## config.mk

```make
export PLATFORM = sky130hd
export DESIGN_NAME = rename_top
export DESIGN_NICKNAME = d
export VERILOG_FILES = /design/src/rtl/rename_pkg.sv /design/src/rtl/checkpoint_ram.sv /design/src/rtl/rename_map.sv /design/src/rtl/checkpoint_alloc.sv /design/src/rtl/rename_wb_slave.sv /design/src/rtl/rename_top.sv
export SDC_FILE = /design/constraint.sdc
export NUM_CORES = 1
export LEC_CHECK = 0
export BUFFER_PORTS_ARGS = -buffer_cell sky130_fd_sc_hd__buf_2
export CORE_ASPECT_RATIO = 1.4
export CORE_MARGIN = 4
export CORE_UTILIZATION = 30
export DETAILED_ROUTE_END_ITERATION = 6
export REMOVE_ABC_BUFFERS = 1
export SLEW_MARGIN = 30
export SYNTH_ARGS = -nofsm -noshare
export SYNTH_HDL_FRONTEND = slang
export SYNTH_SLANG_ARGS = --single-unit
```

## constraint.sdc

```tcl
create_clock -name clka -period 4.65 [get_ports clka]
set_input_delay 0.6975 -clock clka [delete_from_list [all_inputs] [get_ports clka]]
set_output_delay 0.6975 -clock clka [all_outputs]
set_load 0.03 [all_outputs]
```

## src/rtl/rename_pkg.sv

```systemverilog
package rename_pkg;

   // ============================================================
   // Register and checkpoint sizes
   // ============================================================
   localparam int AREGS  = 8;                      // Architectural registers
   localparam int AREG_W = $clog2(AREGS);          // Width of an architectural index
   localparam int PREG_W = 6;                      // Width of a physical register number
   localparam int NCHECK = 16;                     // Checkpoint rows in the RAM
   localparam int CHK_W  = $clog2(NCHECK);         // Width of a checkpoint id
   localparam int FREE_W = $clog2(NCHECK + 1);     // Free count must reach NCHECK itself
   localparam int ROW_W  = AREGS * PREG_W;         // One saved map row, 48 bits

   // ============================================================
   // Bus address map
   // ============================================================
   localparam int ADR_W          = 8;              // Wishbone address width
   localparam int DAT_W          = 16;             // Wishbone data width
   localparam int OP_LSB         = 4;              // Op code sits in adr[7:4]
   localparam int PATCH_LANE_LSB = 8;              // Patch lane sits in dat_i[10:8]

   typedef logic [PREG_W-1:0] preg_t;
   typedef logic [AREG_W-1:0] areg_t;
   typedef logic [CHK_W-1:0]  chk_t;

   // Lane i holds the physical register of architectural register i
   typedef preg_t [AREGS-1:0] map_row_t;

   // Operation codes, writes first and reads from 8 upward
   typedef enum logic [3:0] {
      OP_RENAME  = 4'd0,
      OP_SAVE    = 4'd1,
      OP_PATCH   = 4'd2,
      OP_RESTORE = 4'd3,
      OP_RELEASE = 4'd4,
      OP_MAP     = 4'd8,
      OP_LASTID  = 4'd9,
      OP_FREE    = 4'd10
   } op_t;

endpackage

```

## src/rtl/checkpoint_ram.sv

```systemverilog
module checkpoint_ram import rename_pkg::*; (
   input  logic             clka,
   input  logic             ena,    // Write port enable
   input  logic [AREGS-1:0] wea,    // One enable per architectural lane
   input  chk_t             addra,  // Row being written
   input  map_row_t         dina,
   input  chk_t             addrb,  // Row being read
   output map_row_t         doutb
);

   // ============================================================
   // Storage
   // ============================================================

   // Flat rows so that each lane can be sliced out by its bit offset
   logic [ROW_W-1:0] mem [NCHECK];

   // Every checkpoint row powers up as all zeros
   initial begin
      for (int r = 0; r < NCHECK; r++) begin
         mem[r] = '0;
      end
   end

   // ============================================================
   // Write port
   // ============================================================

   // Each lane has its own enable so a patch touches just one preg field
   always_ff @(posedge clka) begin
      for (int i = 0; i < AREGS; i++) begin
         if (ena && wea[i]) begin
            mem[addra][i*PREG_W +: PREG_W] <= dina[i];   // Lane i only
         end
      end
   end

   // ============================================================
   // Read port
   // ============================================================

   // Distributed RAM read is asynchronous, so the row is there in the
   // same cycle that addrb is presented
   assign doutb = map_row_t'(mem[addrb]);

endmodule

```

## src/rtl/rename_map.sv

```systemverilog
module rename_map import rename_pkg::*; (
   input  logic     clka,
   input  logic     reset,
   input  logic     ren_en,       // Single lane rename
   input  areg_t    ren_areg,     // Lane being renamed
   input  preg_t    ren_preg,     // New physical register for that lane
   input  logic     rst_en,       // Whole map restore from a checkpoint
   input  map_row_t restore_row,  // Checkpoint row read from the RAM
   output map_row_t map_row       // Current map, all lanes at once
);

   // ============================================================
   // Current map table
   // ============================================================

   // The table is eight preg registers held as one packed row. The row
   // goes straight to the RAM write data for a save and to the bus read
   // mux, so no separate output stage is needed

   always_ff @(posedge clka) begin
      if (reset) begin
         // Identity map out of reset, areg i lives in preg i
         for (int i = 0; i < AREGS; i++) begin
            map_row[i] <= preg_t'(i);
         end
      end
      else if (rst_en) begin
         map_row <= restore_row;             // All lanes replaced at once
      end
      else if (ren_en) begin
         map_row[ren_areg] <= ren_preg;      // Only the named lane changes
      end
   end

   // The slave never asks for a restore and a rename on the same edge.
   // If it ever did, the restore wins since it describes an older and
   // complete state of the machine

endmodule

```

## src/rtl/checkpoint_alloc.sv

```systemverilog
module checkpoint_alloc import rename_pkg::*; (
   input  logic              clka,
   input  logic              reset,
   input  logic              alloc_req,  // Take the lowest free id
   input  logic              rel_req,    // Give back rel_id
   input  chk_t              rel_id,
   output chk_t              alloc_id,   // Lowest free id, valid when not full
   output logic              full,       // No free id left
   output logic [NCHECK-1:0] busy_vec,   // One bit per id, set means in use
   output logic [FREE_W-1:0] free_cnt    // Number of free ids
);

   logic [NCHECK-1:0] alloc_mask;        // One-hot of the id being taken
   logic [NCHECK-1:0] rel_mask;          // One-hot of the id being freed

   // ============================================================
   // Lowest free id
   // ============================================================

   // Scan from the top down so the last hit is the lowest free id
   always_comb begin
      alloc_id = '0;
      for (int i = NCHECK - 1; i >= 0; i--) begin
         if (!busy_vec[i]) begin
            alloc_id = chk_t'(i);
         end
      end
   end

   assign full = &busy_vec;               // Every id is in use

   // Count of zero bits in the bitmap
   always_comb begin
      free_cnt = '0;
      for (int i = 0; i < NCHECK; i++) begin
         free_cnt = free_cnt + FREE_W'(!busy_vec[i]);
      end
   end

   // ============================================================
   // Bitmap update
   // ============================================================

   assign alloc_mask = (alloc_req && !full) ? (NCHECK'(1) << alloc_id) : '0;
   assign rel_mask   = rel_req ? (NCHECK'(1) << rel_id) : '0;

   always_ff @(posedge clka) begin
      if (reset) begin
         busy_vec <= '0;                                 // All ids free
      end
      else begin
         busy_vec <= (busy_vec | alloc_mask) & ~rel_mask; // Set then clear
      end
   end

endmodule

```

## src/rtl/rename_wb_slave.sv

```systemverilog
module rename_wb_slave import rename_pkg::*; (
   input  logic              clka,
   input  logic              reset,
   // Wishbone classic slave
   input  logic              cyc,
   input  logic              stb,
   input  logic              we,
   input  logic [ADR_W-1:0]  adr,
   input  logic [DAT_W-1:0]  dat_i,
   output logic [DAT_W-1:0]  dat_o,
   output logic              ack,
   output logic              err,
   // Status from the map and the allocator
   input  map_row_t          map_row,
   input  chk_t              alloc_id,
   input  logic              full,
   input  logic [NCHECK-1:0] busy_vec,
   input  logic [FREE_W-1:0] free_cnt,
   // Map controls
   output logic              ren_en,
   output areg_t             ren_areg,
   output preg_t             ren_preg,
   output logic              rst_en,
   // Allocator controls
   output logic              alloc_req,
   output logic              rel_req,
   output chk_t              rel_id,
   // Checkpoint RAM controls
   output logic              ena,
   output logic [AREGS-1:0]  wea,
   output chk_t              addra,
   output map_row_t          dina,
   output chk_t              addrb
);

   op_t              op;         // Decoded op code
   chk_t             adr_id;     // Checkpoint id carried in the address
   areg_t            lane;       // Patch lane from the data
   logic             start;      // New transfer this cycle
   logic             bad;        // Transfer must end with err
   logic             go;         // Legal transfer, commit on this edge
   logic [DAT_W-1:0] rd_data;    // Read value before the output register
   map_row_t         patch_row;  // Patch preg placed in its lane
   chk_t             last_id;    // Id of the most recent save

   // ============================================================
   // Decode
   // ============================================================

   assign start  = cyc && stb && !ack && !err;      // Idle bus with a strobe
   assign op     = op_t'(adr[OP_LSB +: 4]);
   assign adr_id = adr[CHK_W-1:0];
   assign lane   = dat_i[PATCH_LANE_LSB +: AREG_W];

   // Legality check and read mux, one arm per op code
   always_comb begin
      bad     = 1'b0;
      rd_data = '0;
      case (op)
         OP_RENAME, OP_PATCH: bad = !we;
         OP_SAVE:             bad = !we || full;                  // No id to hand out
         OP_RESTORE,
         OP_RELEASE:          bad = !we || !busy_vec[adr_id];     // Id must be in use
         OP_MAP: begin
            bad     = we;
            rd_data = DAT_W'(map_row[adr[AREG_W-1:0]]);
         end
         OP_LASTID: begin
            bad     = we;
            rd_data = DAT_W'(last_id);
         end
         OP_FREE: begin
            bad     = we;
            rd_data = DAT_W'(free_cnt);
         end
         default:             bad = 1'b1;                         // Unknown op code
      endcase
   end

   assign go = start && !bad;   // Nothing moves on an err transfer

   // ============================================================
   // Enables, one group per op and only on the committing edge
   // ============================================================

   assign ren_en    = go && (op == OP_RENAME);
   assign rst_en    = go && (op == OP_RESTORE);
   assign alloc_req = go && (op == OP_SAVE);
   assign rel_req   = go && (op == OP_RESTORE || op == OP_RELEASE);  // A restore frees its id
   assign ena       = go && (op == OP_SAVE || op == OP_PATCH);

   assign ren_areg = adr[AREG_W-1:0];
   assign ren_preg = dat_i[PREG_W-1:0];
   assign rel_id   = adr_id;
   assign addrb    = adr_id;    // Restore reads the row asynchronously

   // Patch data carries the new preg in its own lane only
   always_comb begin
      patch_row       = '0;
      patch_row[lane] = dat_i[PREG_W-1:0];
   end

   // A save writes the whole current map, a patch writes a single lane
   assign wea   = !ena ? '0 : (op == OP_SAVE) ? '1 : (AREGS'(1) << lane);
   assign addra = (op == OP_SAVE) ? alloc_id : adr_id;
   assign dina  = (op == OP_SAVE) ? map_row : patch_row;

   // ============================================================
   // Response registers
   // ============================================================

   always_ff @(posedge clka) begin
      if (reset) begin
         ack     <= 1'b0;
         err     <= 1'b0;
         last_id <= '0;
      end
      else begin
         ack <= go;                  // High for exactly one cycle
         err <= start && bad;
         if (alloc_req) begin
            last_id <= alloc_id;     // Same id the RAM row lands in
         end
      end
   end

   // Read data is captured with ack and held until the next transfer
   always_ff @(posedge clka) begin
      if (start) begin
         dat_o <= rd_data;
      end
   end

endmodule

```

## src/rtl/rename_top.sv

```systemverilog
module rename_top import rename_pkg::*; (
   input  logic             clka,
   input  logic             reset,
   input  logic             cyc,
   input  logic             stb,
   input  logic             we,
   input  logic [ADR_W-1:0] adr,
   input  logic [DAT_W-1:0] dat_i,
   output logic [DAT_W-1:0] dat_o,
   output logic             ack,
   output logic             err
);

   // ============================================================
   // Internal wiring
   // ============================================================

   map_row_t          map_row;     // Current map
   map_row_t          doutb;       // Checkpoint row being restored
   chk_t              alloc_id;
   logic              full;
   logic [NCHECK-1:0] busy_vec;
   logic [FREE_W-1:0] free_cnt;
   logic              ren_en;
   areg_t             ren_areg;
   preg_t             ren_preg;
   logic              rst_en;
   logic              alloc_req;
   logic              rel_req;
   chk_t              rel_id;
   logic              ena;
   logic [AREGS-1:0]  wea;
   chk_t              addra;
   map_row_t          dina;
   chk_t              addrb;

   // Bus decode and sequencing
   rename_wb_slave u_slave (
      .clka      (clka),      .reset     (reset),
      .cyc       (cyc),       .stb       (stb),
      .we        (we),        .adr       (adr),
      .dat_i     (dat_i),     .dat_o     (dat_o),
      .ack       (ack),       .err       (err),
      .map_row   (map_row),   .alloc_id  (alloc_id),
      .full      (full),      .busy_vec  (busy_vec),
      .free_cnt  (free_cnt),  .ren_en    (ren_en),
      .ren_areg  (ren_areg),  .ren_preg  (ren_preg),
      .rst_en    (rst_en),    .alloc_req (alloc_req),
      .rel_req   (rel_req),   .rel_id    (rel_id),
      .ena       (ena),       .wea       (wea),
      .addra     (addra),     .dina      (dina),
      .addrb     (addrb)
   );

   rename_map u_map (
      .clka        (clka),
      .reset       (reset),
      .ren_en      (ren_en),
      .ren_areg    (ren_areg),
      .ren_preg    (ren_preg),
      .rst_en      (rst_en),
      .restore_row (doutb),      // RAM read feeds the restore
      .map_row     (map_row)
   );

   checkpoint_alloc u_alloc (
      .clka      (clka),
      .reset     (reset),
      .alloc_req (alloc_req),
      .rel_req   (rel_req),
      .rel_id    (rel_id),
      .alloc_id  (alloc_id),
      .full      (full),
      .busy_vec  (busy_vec),
      .free_cnt  (free_cnt)
   );

   checkpoint_ram u_ram (
      .clka  (clka),
      .ena   (ena),
      .wea   (wea),
      .addra (addra),
      .dina  (dina),
      .addrb (addrb),
      .doutb (doutb)
   );

endmodule

```

Yosys cells after proc, flatten, opt, wreduce, memory -nomap -nowiden
Memories as Yosys holds them, arrays and structs flattened.
Index checks and enable logic that the tools add are counted.
{"block": "totals", "mem_bits_rw": 768, "mem_count": 1, "input_bits": 29, "output_inout_bits": 18, "ff_bits": 86, "elab_cells": 152}
{"memory": "u_ram.mem", "depth": 16, "width": 48, "rd": 1, "rd_clocked_by_memory_dff": 0, "wr": 1, "line_no": "checkpoint_ram.sv:16", "source": "logic [ROW_W-1:0] mem [NCHECK];"}
{"block": "classes", "eq_ne": 7, "n_addsub": 15, "mux": 51, "n_reduce_logical": 53, "n_lt_le_gt_ge": 5, "bitwise_logic": 4, "n_shift": 3}
{"cell": "$mux W48", "n": 3}
{"cell": "$add A5 B1 Y5", "n": 14}
{"cell": "$mux W4", "n": 17}
{"cell": "$and A48 B48 Y48", "n": 1}
{"cell": "$bwmux W48", "n": 1}
{"cell": "$demux W6 S3", "n": 2}
{"cell": "$mux W16", "n": 2}
{"cell": "$shl A1 B4 Y16 const A", "n": 2}
{"cell": "$logic_not A1 Y1", "n": 22}
{"cell": "$logic_and A1 B1 Y1", "n": 21}
{"cell": "$bmux W6 S3", "n": 1}
{"cell": "$mux W6", "n": 3}
{"cell": "$pmux W6 S3", "n": 1}
{"cell": "$mux W1", "n": 17}
{"cell": "$and A16 B16 Y16", "n": 1}
{"cell": "$mux W8", "n": 2}
{"cell": "$not A16 Y16", "n": 1}
{"cell": "$or A16 B16 Y16", "n": 1}
{"cell": "$reduce_and A16 Y1", "n": 1}
{"cell": "$eq A4 B4 Y1 const B", "n": 3}
{"cell": "$eq A4 B2 Y1 const B", "n": 2}
{"cell": "$lt A3 B4 Y1 const B", "n": 2}
{"cell": "$shl A1 B3 Y8 const A", "n": 1}
{"cell": "$ge A3 B1 Y1 const B", "n": 2}
{"cell": "11 further kinds", "n": 15}

Longest topological paths before layout
{"block": "depth", "ltp_word": 20, "ltp_mapped": 14, "depth_no_buf": 14}

Modules after synthesis
Synthesis repeated with hierarchy kept, for this count alone.
{"block": "unflattened", "hier_cells": 1997, "hier_area_um2": 35008.6}
{"mod": "checkpoint_ram", "area_each_um2": 29270.6, "instances": 1, "cells_each": 1338, "seq_area_each_um2": 23062.1}
{"mod": "rename_map", "area_each_um2": 2309.7, "instances": 1, "cells_each": 263, "seq_area_each_um2": 960.9}
{"mod": "rename_wb_slave", "area_each_um2": 2122.0, "instances": 1, "cells_each": 242, "seq_area_each_um2": 300.3}
{"mod": "checkpoint_alloc", "area_each_um2": 1306.3, "instances": 1, "cells_each": 154, "seq_area_each_um2": 320.3}

Least setup slack after synthesis
No wires, ideal clock.
{"block": "synth_timing", "path_type": "reg-to-reg", "startpoint": "register u_alloc.busy_vec[0]", "endpoint": "register u_slave.dat_o[4], data pin", "required_time_ps": 4381, "t_arrival_ps": 3988, "period_less_slack_ps": 4257, "stages_incl_launch_ff": 14, "setup_time_ps": 269, "slack_ps": 393, "n_path_buf": 0, "cell_sequence": "dfxtp_1 -> inv_1 -> ha_1 -> fa_1 -> inv_1 -> fa_1 -> fa_1 -> fa_1 -> inv_1 -> fa_1 -> fa_1 -> a21oi_1 -> o22a_1 -> nor3_1"}
{"block": "synth_via", "elab_chain_cells": 17}
{"element": "start: declaration", "line_no": "checkpoint_alloc.sv:9", "source": "output logic [NCHECK-1:0] busy_vec,"}
{"element": "start signal: assignment", "line_no": "checkpoint_alloc.sv:52", "source": "busy_vec <= (busy_vec | alloc_mask) & ~rel_mask;"}
{"element": "$logic_not A1 Y1"}
{"element": "$add A1 B1 Y2", "line_no": "checkpoint_alloc.sv:36", "source": "free_cnt = free_cnt + FREE_W'(!busy_vec[i]);"}
{"element": "$add A5 B1 Y5 (14 in series)", "line_no": "checkpoint_alloc.sv:36"}
{"element": "$pmux W6 S3", "line_no": "rename_wb_slave.sv:59", "source": "case (op)"}
{"element": "end signal: assignment", "line_no": "rename_wb_slave.sv:130", "source": "dat_o <= rd_data;"}
{"element": "end: declaration", "line_no": "rename_wb_slave.sv:10", "source": "output logic [DAT_W-1:0] dat_o,"}
No other way between the ends.
A chain may end at the register's enable or synchronous reset.

Worst setup path after layout
Same ends and word-level chain as after synthesis.

==> results.md <==
* Critical-path top delay cell: fa_1
* Post-Place Cell Area at 39,000 um^2
* Hold Crit Class: flop to flop
* Outcome: finished, final reports clean
* Area Overhead vs Synth at 16.1%
* Post-layout nets at between 2,000 and 2,500
* Total I/O pin count at 47
* Sequential fraction of the synthesis area at 68.8%
* Area fraction of the dominant cell type after synthesis at 64.9%
* Total Die Area at between 100,000 and 150,000 um^2
* Syn avg cell area at 17.7 um^2
* CP dominant cell by count: fa_1
* CP top delay family: adder cells
* DRT iter0 DRCs at 1,821
* Worst VDD drop at 0.217 mV
* FP Rows at between 100 and 150
* GP Congestion at 0.915
* Dpl cells at 3,665
* RSZ-0062 raised after global routing: false
* MaxCap Viol Count at 0
* Number of gates resized after CTS at 0
* Slew HR at roughly a fifth
* Core Region at approximately 120,000 um^2
* Clock Tree Buf Depth at 3
* Worst Path Arrival at 4790 ps
* Final Cycle Share at between 90% and 100%
* Gr ovfl total at 0
* Die W at ~300 um
* Avg Vias per Cell at 5.32
* # hold bufs at CTS at 0
* Ys Warns at 0
* Crit path time final at about 4400 ps
* Root Buffer: clkbuf_16
* CP max stage delay at 510 ps
* Yosys top cell by area: edfxtp_1
* LEAKAGE at 13.3 nW
* CTS H-tree depth at 3
* Post-Route Skew at 45.3 ps
* Cells after synthesis at 2,020
* Post-synth EDFFs at ~770
* Yosys reg bits at 844
* Synth top area cells: edfxtp_1 (65%), mux4_2 (15%), dfxtp_1 (3.9%)
* Final Setup Violations at 0
* Final Hold Viols at 0
* Worst-margin pin slew at 1190 ps
* I/O Buffers at 29
* Library cells used by synthesis at 80
* Most frequent cells after synthesis: edfxtp_1 (774), mux4_2 (241), nand2_1 (123)
* Share of layout cells above drive strength 1 at 30.7%
* CP endpoint kind: flop
* Starting Density at 30.3%
* Drt total wl at 95,400 um
* Synthesized area at 35,800 um^2
* Antenna violations before repair at 4
* Pwr Density at 369 nW/um^2
* Pre-antenna DRT Iters at 5
* Most frequent cell after synthesis: edfxtp_1
* Reg clk slew, reported paths at approximately 80 ps
* Clk Latency, worst-skew pair at 670 ps
* Final HPWL DP at between 60,000 and 70,000 um
* DIE HEIGHT at 417 um
* Max Slew Vio Count at 0
* Number of global-route vias before repair at 20,910
* Total track usage at 15.1%
* Inserted Clock Buffers at 75
* Cell area after layout at 41,600 um^2
* Crit path buffers/inverters at 3
* Setup Fix Bufs, Post-CTS at 0
* CTS tree: yes
* Crit-path cells: inv_1 > ha_1 > fa_1 > inv_1 > fa_1 > fa_1 > fa_1 > inv_1 > fa_1 > fa_1 > a21oi_1 > o22a_1 > nor3_1
* Routed WL per cell at ~25 um
* Clock sink count at 844
* Worst EP required at a little over 5000 ps
* Startpoint Class: flop
* Residual DRC count at 0
* Largest net degree at the start of global routing at 138
* CP max FO at 5
* Post-synth top flop: edfxtp_1
* Post-Layout Cell Count at 3,805
* Via count at slightly above 20,000
* Routed Antenna Nets at 0
* Max Fclk at ~0.23 GHz
* Setup CP Type: flop to flop
* Synth async-reset ratio at 0%
* First-pass GRT wire length at 141,000 um
## kinds of logic after synthesis
family,count (synthesis),share of synthesized area (%)
AO/OA/AOI/OAI,226,4.60
flip-flops,844,68.8
buffers and inverters,201,2.76
adder cells (fa/ha/maj),16,0.769
XOR/XNOR,3,0.0734
multiplexers,257,15.6
other,1,0.0105
AND/OR/NAND/NOR,472,7.34
## cell type report
| class | instances | area (um^2) |
|---|---|---|
| fill | 11047 | 76600 |
| sequential | 844 | 24600 |
| multi-input combinational | 984 | 10600 |
| clock buffer | 91 | 2000 |
| tap | 1585 | 1980 |
| timing repair buffer | 232 | 1820 |
| clock inverter | 43 | 472 |
| inverter | 21 | 78.8 |
| antenna | 5 | 12.5 |
## worst paths after layout
kind	from	end	slack, ps	cells after the start
worst max-delay path	u_alloc.busy_vec[0]	u_slave.dat_o[4]	240	13
worst min register to register	u_slave.last_id[3]	u_slave.last_id[3]	500	2
worst max register to register	u_alloc.busy_vec[0]	u_slave.dat_o[4]	240	13
worst min-delay path	u_slave.last_id[3]	u_slave.last_id[3]	500	2
## state kept, by name, indices dropped and copies added, names as in the netlist
signal / count
u_ram.mem: 768
u_map.map_row: 48
u_alloc.busy_vec: 16
u_slave.dat_o: 6
u_slave.last_id: 4
u_slave.ack: 1
u_slave.err: 1
## power breakdown
part           internal, W  leakage [nW]  switching, W  total [W]
Combinational     0.000255          3.91      0.000532   0.000787
Sequential         0.00823          8.19    0.00000396    0.00823
Clock              0.00354          1.22       0.00278    0.00632
Total               0.0120          13.3       0.00332     0.0153
## cell usage in the layout (no fill, tap or decap), types with 28 or more instances in the layout
cell type	netlist	final
a21oi_1	31	29
a311oi_1	33	33
buf_4	21	196
clkbuf_16	0	77
dfxtp_1	70	69
edfxtp_1	774	774
mux4_2	241	241
nand2_1	123	123
nand3_1	52	52
nor2_1	65	65
nor3_1	50	49
nor4_1	74	73
nor4_2	27	28
## worst register-to-register path, cell delays in order (launching register included)
cell and delay [ps]:
dfxtp_1 400, inv_1 80, ha_1 320, fa_1 510
inv_1 50, fa_1 500, fa_1 430, fa_1 500
inv_1 70, fa_1 440, fa_1 480, a21oi_1 170
o22a_1 150, nor3_1 40
## layer usage
layer  global-route usage [%]  share of wire [%]  up-vias
met5                        0             0.0084        -
met4                     7.48                5.1        2
met3                     2.72                6.3      214
met2                     27.3                 53      852
met1                     17.0                 35    10577
li1                         -                  -     8588
## through the flow
stage / util (%) / setup WS, ps / total power (W) / TNS, ps / hold WS [ps]
after floorplan: - / -6440 / 0.00875 / -6669750 / 455
after global placement: 32.9 / 196 / 0.00916 / 0 / 467
after detailed placement: 33.0 / 200 / 0.00918 / 0 / 479
after CTS: 35.1 / 208 / 0.0155 / 0 / 431
after global routing: 35.2 / 49.1 / 0.0158 / 0 / 489
final: 35.2 / 243 / 0.0153 / 0 / 500
Power figures use the tool's default switching activity.
